## src/common/arq_cfg_pkg.sv

```systemverilog
//**************************************************************************
// link count and event fifo sizing
// fifo_aw must be log2 of fifo_depth
//**************************************************************************
package arq_cfg_pkg;

  // one bit of per-link state per logical transport address
  localparam int num_links = 8;

  // classified event fifo
  localparam int fifo_depth = 4;
  localparam int fifo_aw    = 2;

endpackage

```

## src/common/bt_pkt_pkg.sv

```systemverilog
//**************************************************************************
// header field widths, packet type codes and classified event word layout
// word bits [1:0] are spare and always written as zero
//**************************************************************************
package bt_pkt_pkg;

  // header field widths
  localparam int lt_addr_w = 3;
  localparam int pktype_w  = 4;

  // no-payload types, fhs counted here too
  localparam logic [pktype_w-1:0] pk_null = 4'h0;
  localparam logic [pktype_w-1:0] pk_poll = 4'h1;
  localparam logic [pktype_w-1:0] pk_fhs  = 4'h2;

  // acl data types, aux1 included
  localparam logic [pktype_w-1:0] pk_dm1  = 4'h3;
  localparam logic [pktype_w-1:0] pk_dh1  = 4'h4;
  localparam logic [pktype_w-1:0] pk_dv   = 4'h8;
  localparam logic [pktype_w-1:0] pk_aux1 = 4'h9;
  localparam logic [pktype_w-1:0] pk_dm3  = 4'ha;
  localparam logic [pktype_w-1:0] pk_dh3  = 4'hb;
  localparam logic [pktype_w-1:0] pk_dm5  = 4'he;
  localparam logic [pktype_w-1:0] pk_dh5  = 4'hf;

  // event kind as seen by the arq state keeper
  localparam int kind_w = 2;

  typedef enum logic [kind_w-1:0] {
    ev_hdr_fail = 2'd0,
    ev_data     = 2'd1,
    ev_nopay    = 2'd2,
    ev_bad_type = 2'd3
  } evt_kind_t;

  // fifo word layout, msb first
  // lt_addr | kind | seqn | arqn | flow | crc_ok | spare
  localparam int evt_w       = 11;
  localparam int ev_lt_lsb   = 8;
  localparam int ev_kind_lsb = 6;
  localparam int ev_seqn_bit = 5;
  localparam int ev_arqn_bit = 4;
  localparam int ev_flow_bit = 3;
  localparam int ev_crc_bit  = 2;
  localparam int ev_spare_w  = 2;

endpackage
```

## src/logic/bt_arq_top.sv

```systemverilog
//**************************************************************************
// rx header to arq state, three clocks without back-pressure
//**************************************************************************
`timescale 1ns/1ps

module bt_arq_top
  import bt_pkt_pkg::*;
  import arq_cfg_pkg::*;
(
  input  logic                 clk_6M,
  input  logic                 rstz,
  input  logic                 rx_valid,
  output logic                 rx_ready,
  input  logic [lt_addr_w-1:0] rx_lt_addr,
  input  logic [pktype_w-1:0]  rx_pktype,
  input  logic                 rx_seqn,
  input  logic                 rx_arqn,
  input  logic                 rx_flow,
  input  logic                 rx_hdr_good,
  input  logic                 rx_crc_good,
  input  logic                 rx_buf_free,
  input  logic                 link_reset,
  input  logic [lt_addr_w-1:0] reset_lt_addr,
  input  logic [lt_addr_w-1:0] tx_lt_addr,
  input  logic                 tx_commit,
  output logic [num_links-1:0] tx_arqn,
  output logic [num_links-1:0] tx_seqn,
  output logic [num_links-1:0] peer_flow,
  output logic                 send_new,
  output logic                 send_old
);

  // classifier to fifo
  logic             cls_valid;
  logic             cls_ready;
  logic [evt_w-1:0] cls_word;
  // fifo to arq state
  logic             evt_valid;
  logic             evt_ready;
  logic [evt_w-1:0] evt_word;

  rx_hdr_classify classify_inst (
    .clk_6M      (clk_6M),
    .rstz        (rstz),
    .rx_valid    (rx_valid),
    .rx_ready    (rx_ready),
    .rx_lt_addr  (rx_lt_addr),
    .rx_pktype   (rx_pktype),
    .rx_seqn     (rx_seqn),
    .rx_arqn     (rx_arqn),
    .rx_flow     (rx_flow),
    .rx_hdr_good (rx_hdr_good),
    .rx_crc_good (rx_crc_good),
    .cls_valid   (cls_valid),
    .cls_ready   (cls_ready),
    .cls_word    (cls_word)
  );

  arq_event_fifo fifo_inst (
    .clk_6M    (clk_6M),
    .rstz      (rstz),
    .in_valid  (cls_valid),
    .in_ready  (cls_ready),
    .in_word   (cls_word),
    .out_valid (evt_valid),
    .out_ready (evt_ready),
    .out_word  (evt_word)
  );

  arq_state state_inst (
    .clk_6M        (clk_6M),
    .rstz          (rstz),
    .evt_valid     (evt_valid),
    .evt_ready     (evt_ready),
    .evt_word      (evt_word),
    .rx_buf_free   (rx_buf_free),
    .link_reset    (link_reset),
    .reset_lt_addr (reset_lt_addr),
    .tx_lt_addr    (tx_lt_addr),
    .tx_commit     (tx_commit),
    .tx_arqn       (tx_arqn),
    .tx_seqn       (tx_seqn),
    .peer_flow     (peer_flow),
    .send_new      (send_new),
    .send_old      (send_old)
  );

endmodule

```

## src/arq/arq_state.sv

```systemverilog
//**************************************************************************
// slave-side acl arq state, one bit per link per field
// link_reset stalls the event pop for that cycle and wins over tx_commit
//**************************************************************************
`timescale 1ns/1ps

module arq_state
  import bt_pkt_pkg::*;
  import arq_cfg_pkg::*;
(
  input  logic                 clk_6M,
  input  logic                 rstz,
  input  logic                 evt_valid,
  output logic                 evt_ready,
  input  logic [evt_w-1:0]     evt_word,
  input  logic                 rx_buf_free,
  input  logic                 link_reset,
  input  logic [lt_addr_w-1:0] reset_lt_addr,
  input  logic [lt_addr_w-1:0] tx_lt_addr,
  input  logic                 tx_commit,
  output logic [num_links-1:0] tx_arqn,
  output logic [num_links-1:0] tx_seqn,
  output logic [num_links-1:0] peer_flow,
  output logic                 send_new,
  output logic                 send_old
);

  logic [num_links-1:0] seqn_old;
  logic [num_links-1:0] peer_arqn;
  logic                 ev_take;
  logic [lt_addr_w-1:0] ev_lt;
  evt_kind_t            ev_kind;
  logic                 ev_seqn;
  logic                 ev_arqn;
  logic                 ev_flow;
  logic                 ev_crc;
  logic                 ev_dup;

  // no pop while a link is being reset
  assign evt_ready = !link_reset;
  assign ev_take   = evt_valid && evt_ready;

  // word unpack
  assign ev_lt   = evt_word[ev_lt_lsb +: lt_addr_w];
  assign ev_kind = evt_kind_t'(evt_word[ev_kind_lsb +: kind_w]);
  assign ev_seqn = evt_word[ev_seqn_bit];
  assign ev_arqn = evt_word[ev_arqn_bit];
  assign ev_flow = evt_word[ev_flow_bit];
  assign ev_crc  = evt_word[ev_crc_bit];

  // same seqn as last accepted, payload already held
  assign ev_dup = ev_seqn == seqn_old[ev_lt];

  // rx side, arqn and seqn_old
  always_ff @(posedge clk_6M or negedge rstz)
  begin
    if (!rstz)
    begin
      tx_arqn  <= '0;
      seqn_old <= '0;
    end
    else if (link_reset)
    begin
      tx_arqn[reset_lt_addr]  <= 1'b0;
      seqn_old[reset_lt_addr] <= 1'b0;
    end
    else if (ev_take)
    begin
      case (ev_kind)
        // any address may have been missed, nak them all
        ev_hdr_fail:
          tx_arqn <= '0;
        ev_data:
        begin
          if (ev_dup)
            tx_arqn[ev_lt] <= 1'b1;
          else if (ev_crc && rx_buf_free)
          begin
            seqn_old[ev_lt] <= ev_seqn;
            tx_arqn[ev_lt]  <= 1'b1;
          end
          else
            tx_arqn[ev_lt] <= 1'b0;
        end
        ev_bad_type:
          tx_arqn[ev_lt] <= 1'b0;
        // null, poll, fhs keep the previous ack
        default:
          ;
      endcase
    end
  end

  // peer arqn and flow as last heard on each link
  always_ff @(posedge clk_6M or negedge rstz)
  begin
    if (!rstz)
    begin
      peer_arqn <= '0;
      peer_flow <= '1;
    end
    else if (link_reset)
    begin
      peer_arqn[reset_lt_addr] <= 1'b0;
      peer_flow[reset_lt_addr] <= 1'b1;
    end
    else if (ev_take && ev_kind != ev_hdr_fail)
    begin
      peer_arqn[ev_lt] <= ev_arqn;
      peer_flow[ev_lt] <= ev_flow;
    end
  end

  // new payload only on ack with flow go
  assign send_new = peer_arqn[tx_lt_addr] && peer_flow[tx_lt_addr];
  assign send_old = !send_new;

  // tx seqn flips once per committed new payload
  always_ff @(posedge clk_6M or negedge rstz)
  begin
    if (!rstz)
      tx_seqn <= '0;
    else
    begin
      if (tx_commit && send_new)
        tx_seqn[tx_lt_addr] <= ~tx_seqn[tx_lt_addr];
      // later assignment wins on the same link
      if (link_reset)
        tx_seqn[reset_lt_addr] <= 1'b0;
    end
  end

endmodule

```

## src/logic/arq_event_fifo.sv

```systemverilog
//**************************************************************************
// synchronous event fifo, no fall-through
// a word pushed on one clock shows on out_valid from the next
//**************************************************************************
`timescale 1ns/1ps

module arq_event_fifo
  import bt_pkt_pkg::*;
  import arq_cfg_pkg::*;
(
  input  logic             clk_6M,
  input  logic             rstz,
  input  logic             in_valid,
  output logic             in_ready,
  input  logic [evt_w-1:0] in_word,
  output logic             out_valid,
  input  logic             out_ready,
  output logic [evt_w-1:0] out_word
);

  logic [evt_w-1:0] mem [fifo_depth];
  logic [fifo_aw-1:0] wr_ptr;
  logic [fifo_aw-1:0] rd_ptr;
  logic [fifo_aw:0]   count;
  logic               push;
  logic               pop;

  // full and empty straight from the count
  assign in_ready  = count != (fifo_aw+1)'(fifo_depth);
  assign out_valid = count != '0;
  assign out_word  = mem[rd_ptr];

  assign push = in_valid && in_ready;
  assign pop  = out_valid && out_ready;

  // pointers wrap on their own, depth is a power of two
  always_ff @(posedge clk_6M or negedge rstz)
  begin
    if (!rstz)
    begin
      wr_ptr <= '0;
      rd_ptr <= '0;
      count  <= '0;
    end
    else
    begin
      if (push)
        wr_ptr <= wr_ptr + 1'b1;
      if (pop)
        rd_ptr <= rd_ptr + 1'b1;
      // simultaneous push and pop leaves count alone
      if (push && !pop)
        count <= count + 1'b1;
      else if (pop && !push)
        count <= count - 1'b1;
    end
  end

  // storage
  always_ff @(posedge clk_6M)
  begin
    if (push)
      mem[wr_ptr] <= in_word;
  end

endmodule

```

## src/logic/rx_hdr_classify.sv

```systemverilog
//**************************************************************************
// single register stage, no skid buffer
// rx fields must stay stable while rx_valid is high and rx_ready low
//**************************************************************************
`timescale 1ns/1ps

module rx_hdr_classify
  import bt_pkt_pkg::*;
(
  input  logic                 clk_6M,
  input  logic                 rstz,
  input  logic                 rx_valid,
  output logic                 rx_ready,
  input  logic [lt_addr_w-1:0] rx_lt_addr,
  input  logic [pktype_w-1:0]  rx_pktype,
  input  logic                 rx_seqn,
  input  logic                 rx_arqn,
  input  logic                 rx_flow,
  input  logic                 rx_hdr_good,
  input  logic                 rx_crc_good,
  output logic                 cls_valid,
  input  logic                 cls_ready,
  output logic [evt_w-1:0]     cls_word
);

  evt_kind_t  rx_kind;
  logic       rx_take;

  // stage accepts when empty or draining this cycle
  assign rx_ready = !cls_valid || cls_ready;
  assign rx_take  = rx_valid && rx_ready;

  // type decode, bad header wins over any type
  always_comb
  begin
    if (!rx_hdr_good)
      rx_kind = ev_hdr_fail;
    else
    begin
      case (rx_pktype)
        pk_null, pk_poll, pk_fhs:
          rx_kind = ev_nopay;
        pk_dm1, pk_dh1, pk_dv, pk_aux1, pk_dm3, pk_dh3, pk_dm5, pk_dh5:
          rx_kind = ev_data;
        default:
          rx_kind = ev_bad_type;
      endcase
    end
  end

  // valid flag
  always_ff @(posedge clk_6M or negedge rstz)
  begin
    if (!rstz)
      cls_valid <= 1'b0;
    else if (rx_ready)
      cls_valid <= rx_valid;
  end

  // payload register, held until the fifo takes it
  always_ff @(posedge clk_6M)
  begin
    if (rx_take)
      cls_word <= {rx_lt_addr, rx_kind, rx_seqn, rx_arqn, rx_flow, rx_crc_good,
                   {ev_spare_w{1'b0}}};
  end

endmodule

```

## config.mk

```make
export PLATFORM = sky130hd
export DESIGN_NAME = bt_arq_top
export DESIGN_NICKNAME = d
export VERILOG_FILES = /design/src/common/arq_cfg_pkg.sv /design/src/common/bt_pkt_pkg.sv /design/src/logic/bt_arq_top.sv /design/src/arq/arq_state.sv /design/src/logic/arq_event_fifo.sv /design/src/logic/rx_hdr_classify.sv
export SDC_FILE = /design/constraint.sdc
export NUM_CORES = 1
export LEC_CHECK = 0
export ABC_AREA = 1
export BUFFER_PORTS_ARGS = -buffer_cell sky130_fd_sc_hd__buf_2
export CAP_MARGIN = 10
export CELL_PAD_IN_SITES_DETAIL_PLACEMENT = 1
export CELL_PAD_IN_SITES_GLOBAL_PLACEMENT = 2
export CORE_MARGIN = 2
export CORE_UTILIZATION = 36
export CTS_CLUSTER_SIZE = 30
export DETAILED_ROUTE_END_ITERATION = 10
export GPL_TIMING_DRIVEN = 1
export PLACE_DENSITY_LB_ADDON = 0.1
export SLEW_MARGIN = 20
export SYNTH_ARGS = -nofsm -noshare
export SYNTH_HDL_FRONTEND = slang
export SYNTH_HIERARCHICAL = 1
export SYNTH_SLANG_ARGS = --single-unit
```

## constraint.sdc

```tcl
create_clock -name clk_6M -period 2.5 [get_ports clk_6M]
set_clock_uncertainty 0.2 [all_clocks]
set_input_delay 0.625 -clock clk_6M [delete_from_list [all_inputs] [get_ports clk_6M]]
set_output_delay 0.625 -clock clk_6M [all_outputs]
set_load 0.01 [all_outputs]
```

==> metrics.yaml <==
yosys:
  synth_area_sq_um: 4930
  syn-instance-count: 591
  syn-num-nets: 624
  yosys_warnings: 6
  syn_area_per_cell_sq_um: 8.341
worst_hold_path:
  hold_path_class: "input pin to async pin"
power:
  powerDensity_nw_per_um2: 1156
  leakage_nw: 2.985
  ir_drop_mv: 0.5410
cells_and_area:
  seqCellArea_sq_um: 2562
  multi_input_area_sq_um: 1963
  final_area_sq_um: 5947
  syn_to_final_growth_pct: 20.63
  layout-drive-gt1-share: 0.2136
  fin_nets: 703
  diodes: 0
  fill_cells: 1597
timing:
  hold_violations: 0
  fin_crit_sh: 0.9528
  fin_tns_setup_ns: 0
  tightest_slew_ns: 0.5378
  drv_slew: 0
  relSlewSlack: 0.6387
  fmax_ghz: 0.4198
  fin_crit_ns: 2.382
  setup_violations: 0
die:
  start_util: 0.3708
  ios: 51
  design.die.area_sq_um: 14650
  die_h_um: 121.0
  coreArea_sq_um: 13300
  chipWidth_um: 121.0
  row_count: 42
global_routing:
  first_global_vias: 4310
  grt_max_degree: 26
  grt_util_all_layers: 0.1954
  grt_pass1_wl_mm: 21.82
  overflow: 0
  antenna_found_initial: 0
setup_path:
  start_kind: "input pin"
  cp_max_fo: 10
  r2r_cells: 15
  cp-startpoint: "tx_lt_addr[0]"
  cp.required_ns: 1.67
  r2r_slack_ns: 0.17
  reg2reg_to: "state_inst/seqn_old[3]"
  arrival_ns: 1.56
  endpoint_kind: "output port"
  endpoint: "send_new"
  rr_startpoint: "fifo_inst/rd_ptr[0]"
  path_class: "input pin to output port"
drt:
  routed-wl-met2_mm: 6.926
  wl_mm: 13.34
  drt-met1-wl_mm: 5.713
  num_vias: 4166
  highest-signal-layer: "met4"
  post_drt_wl_per_cell_um: 15.69
  antenna_left: 0
  drc_errors: 0
  drtPass1Iterations: 4
  dr_wl_met3_um: 390
  first_iter_violations: 152
  via_per_inst: 4.901
place:
  dp_hpwl_mm: 10.40
  globalplace.congestion: 0.8232
  placed_cell_area_sq_um: 5565
  port-buffer-count: 50
job:
  cap_violations: 0
clock_network:
  cts_buffer_depth: 2
  htree_levels: 3
  cts.clk_slew.worst_paths_ns: 0.06
  cts_buffers: 9
  cts_tree: "done"
  clk_latency_ns: 0.35
  cts-root-buf: "clkbuf_16"
  cts_hold_buf: 0
  clock_sinks: 93
run_status:
  status: "finished, final reports clean"
[critical path: stages]
cell and delay, ns:
clkbuf_4 0.18, inv_6 0.10, nand2_1 0.05, nand2_1 0.05, nand2_1 0.07, nand2_1 0.07, nand2_1 0.06, nand2_2 0.09
nand2_4 0.08, inv_1 0.05, buf_2 0.12
[layout make-up]
class / count / share of cell area
inverters: 86 / 0.05554
flip-flops and latches: 93 / 0.4309
clock buffers: 9 / 0.03787
multi-input cells: 395 / 0.3301
repair buffers: 85 / 0.09363
well taps: 176 / 0.03703
clock inverters: 6 / 0.01494
[worst min path at each step]
stage,start,end,slack (ns),cells past startpoint
detailed placement,state_inst/seqn_old[0],state_inst/seqn_old[0],0.27,2
finish,rstz,fifo_inst/wr_ptr[0],0.02,1
CTS,rstz,fifo_inst/wr_ptr[0],0.03,1
floorplan,rstz,classify_inst/cls_valid,0.13,0
global route,rstz,classify_inst/cls_valid,0.04,1
global placement,state_inst/seqn_old[5],state_inst/seqn_old[5],0.25,2
[repair_timing]
item / CTS / global route
setup endpoints to repair: 0 / 28
setup buffers: 0 / 1
gates resized for setup: 0 / 23
[metrics by stage]
step	total power [mW]	hold WS, ns	std cells	utilization	worst slack (ns)
2_1_floorplan	4.170	0.1294	591	-	0.2239
3_3_place_gp	5.239	0.2545	834	0.4186	0.05340
3_5_place_dp	5.329	0.2709	834	0.4186	0.03917
4_1_cts	6.816	0.03337	849	0.4422	0.03433
5_1_grt	7.387	0.04356	850	0.4473	-0.008167
6_report	6.874	0.02412	850	0.4473	0.1181
[routing by layer]
layer  GRT usage  vias to the layer above
met3     0.02585                       18
met1      0.2243                     1998
met4     0.08358                        0
met2      0.3613                       75
met5           0                        -
li1            -                     2075
[power by group]
| group | internal (mW) | switching [mW] | total [mW] |
|---|---|---|---|
| registers | 2.05 | 0.227 | 2.28 |
| logic | 1.15 | 1.98 | 3.13 |
| clock network | 0.870 | 0.592 | 1.46 |
[flip-flops by register name (all words and copies together) (netlist names)]
| name | cells |
|---|---|
| fifo_inst/rd_ptr | 2 |
| fifo_inst/count | 3 |
| state_inst/tx_arqn | 8 |
| fifo_inst/mem | 36 |
| classify_inst/cls_valid | 1 |
| state_inst/peer_arqn | 8 |
| classify_inst/cls_word | 9 |
| fifo_inst/wr_ptr | 2 |
| state_inst/tx_seqn | 8 |
| state_inst/seqn_old | 8 |
| state_inst/peer_flow | 8 |
[cell usage in the layout, fill, tap and decap left out, types with 3 or more instances in the layout]
master,count
o21ai_0,15
nand2_1,194
buf_12,3
o211ai_1,18
inv_2,3
a21oi_1,20
nand3_1,43
or2_2,6
buf_2,49
dfrtp_1,40
ha_1,8
nor2_1,28
nor3_1,13
a22oi_1,4
edfxtp_1,45
a31oi_1,4
buf_4,31
nand2_2,10
inv_1,81
o21ai_1,3
dfstp_2,8
clkbuf_16,9
nand3_2,4
nor2_2,4
a2bb2oi_1,4
o22ai_1,3
(Power assumes the default switching activity.)
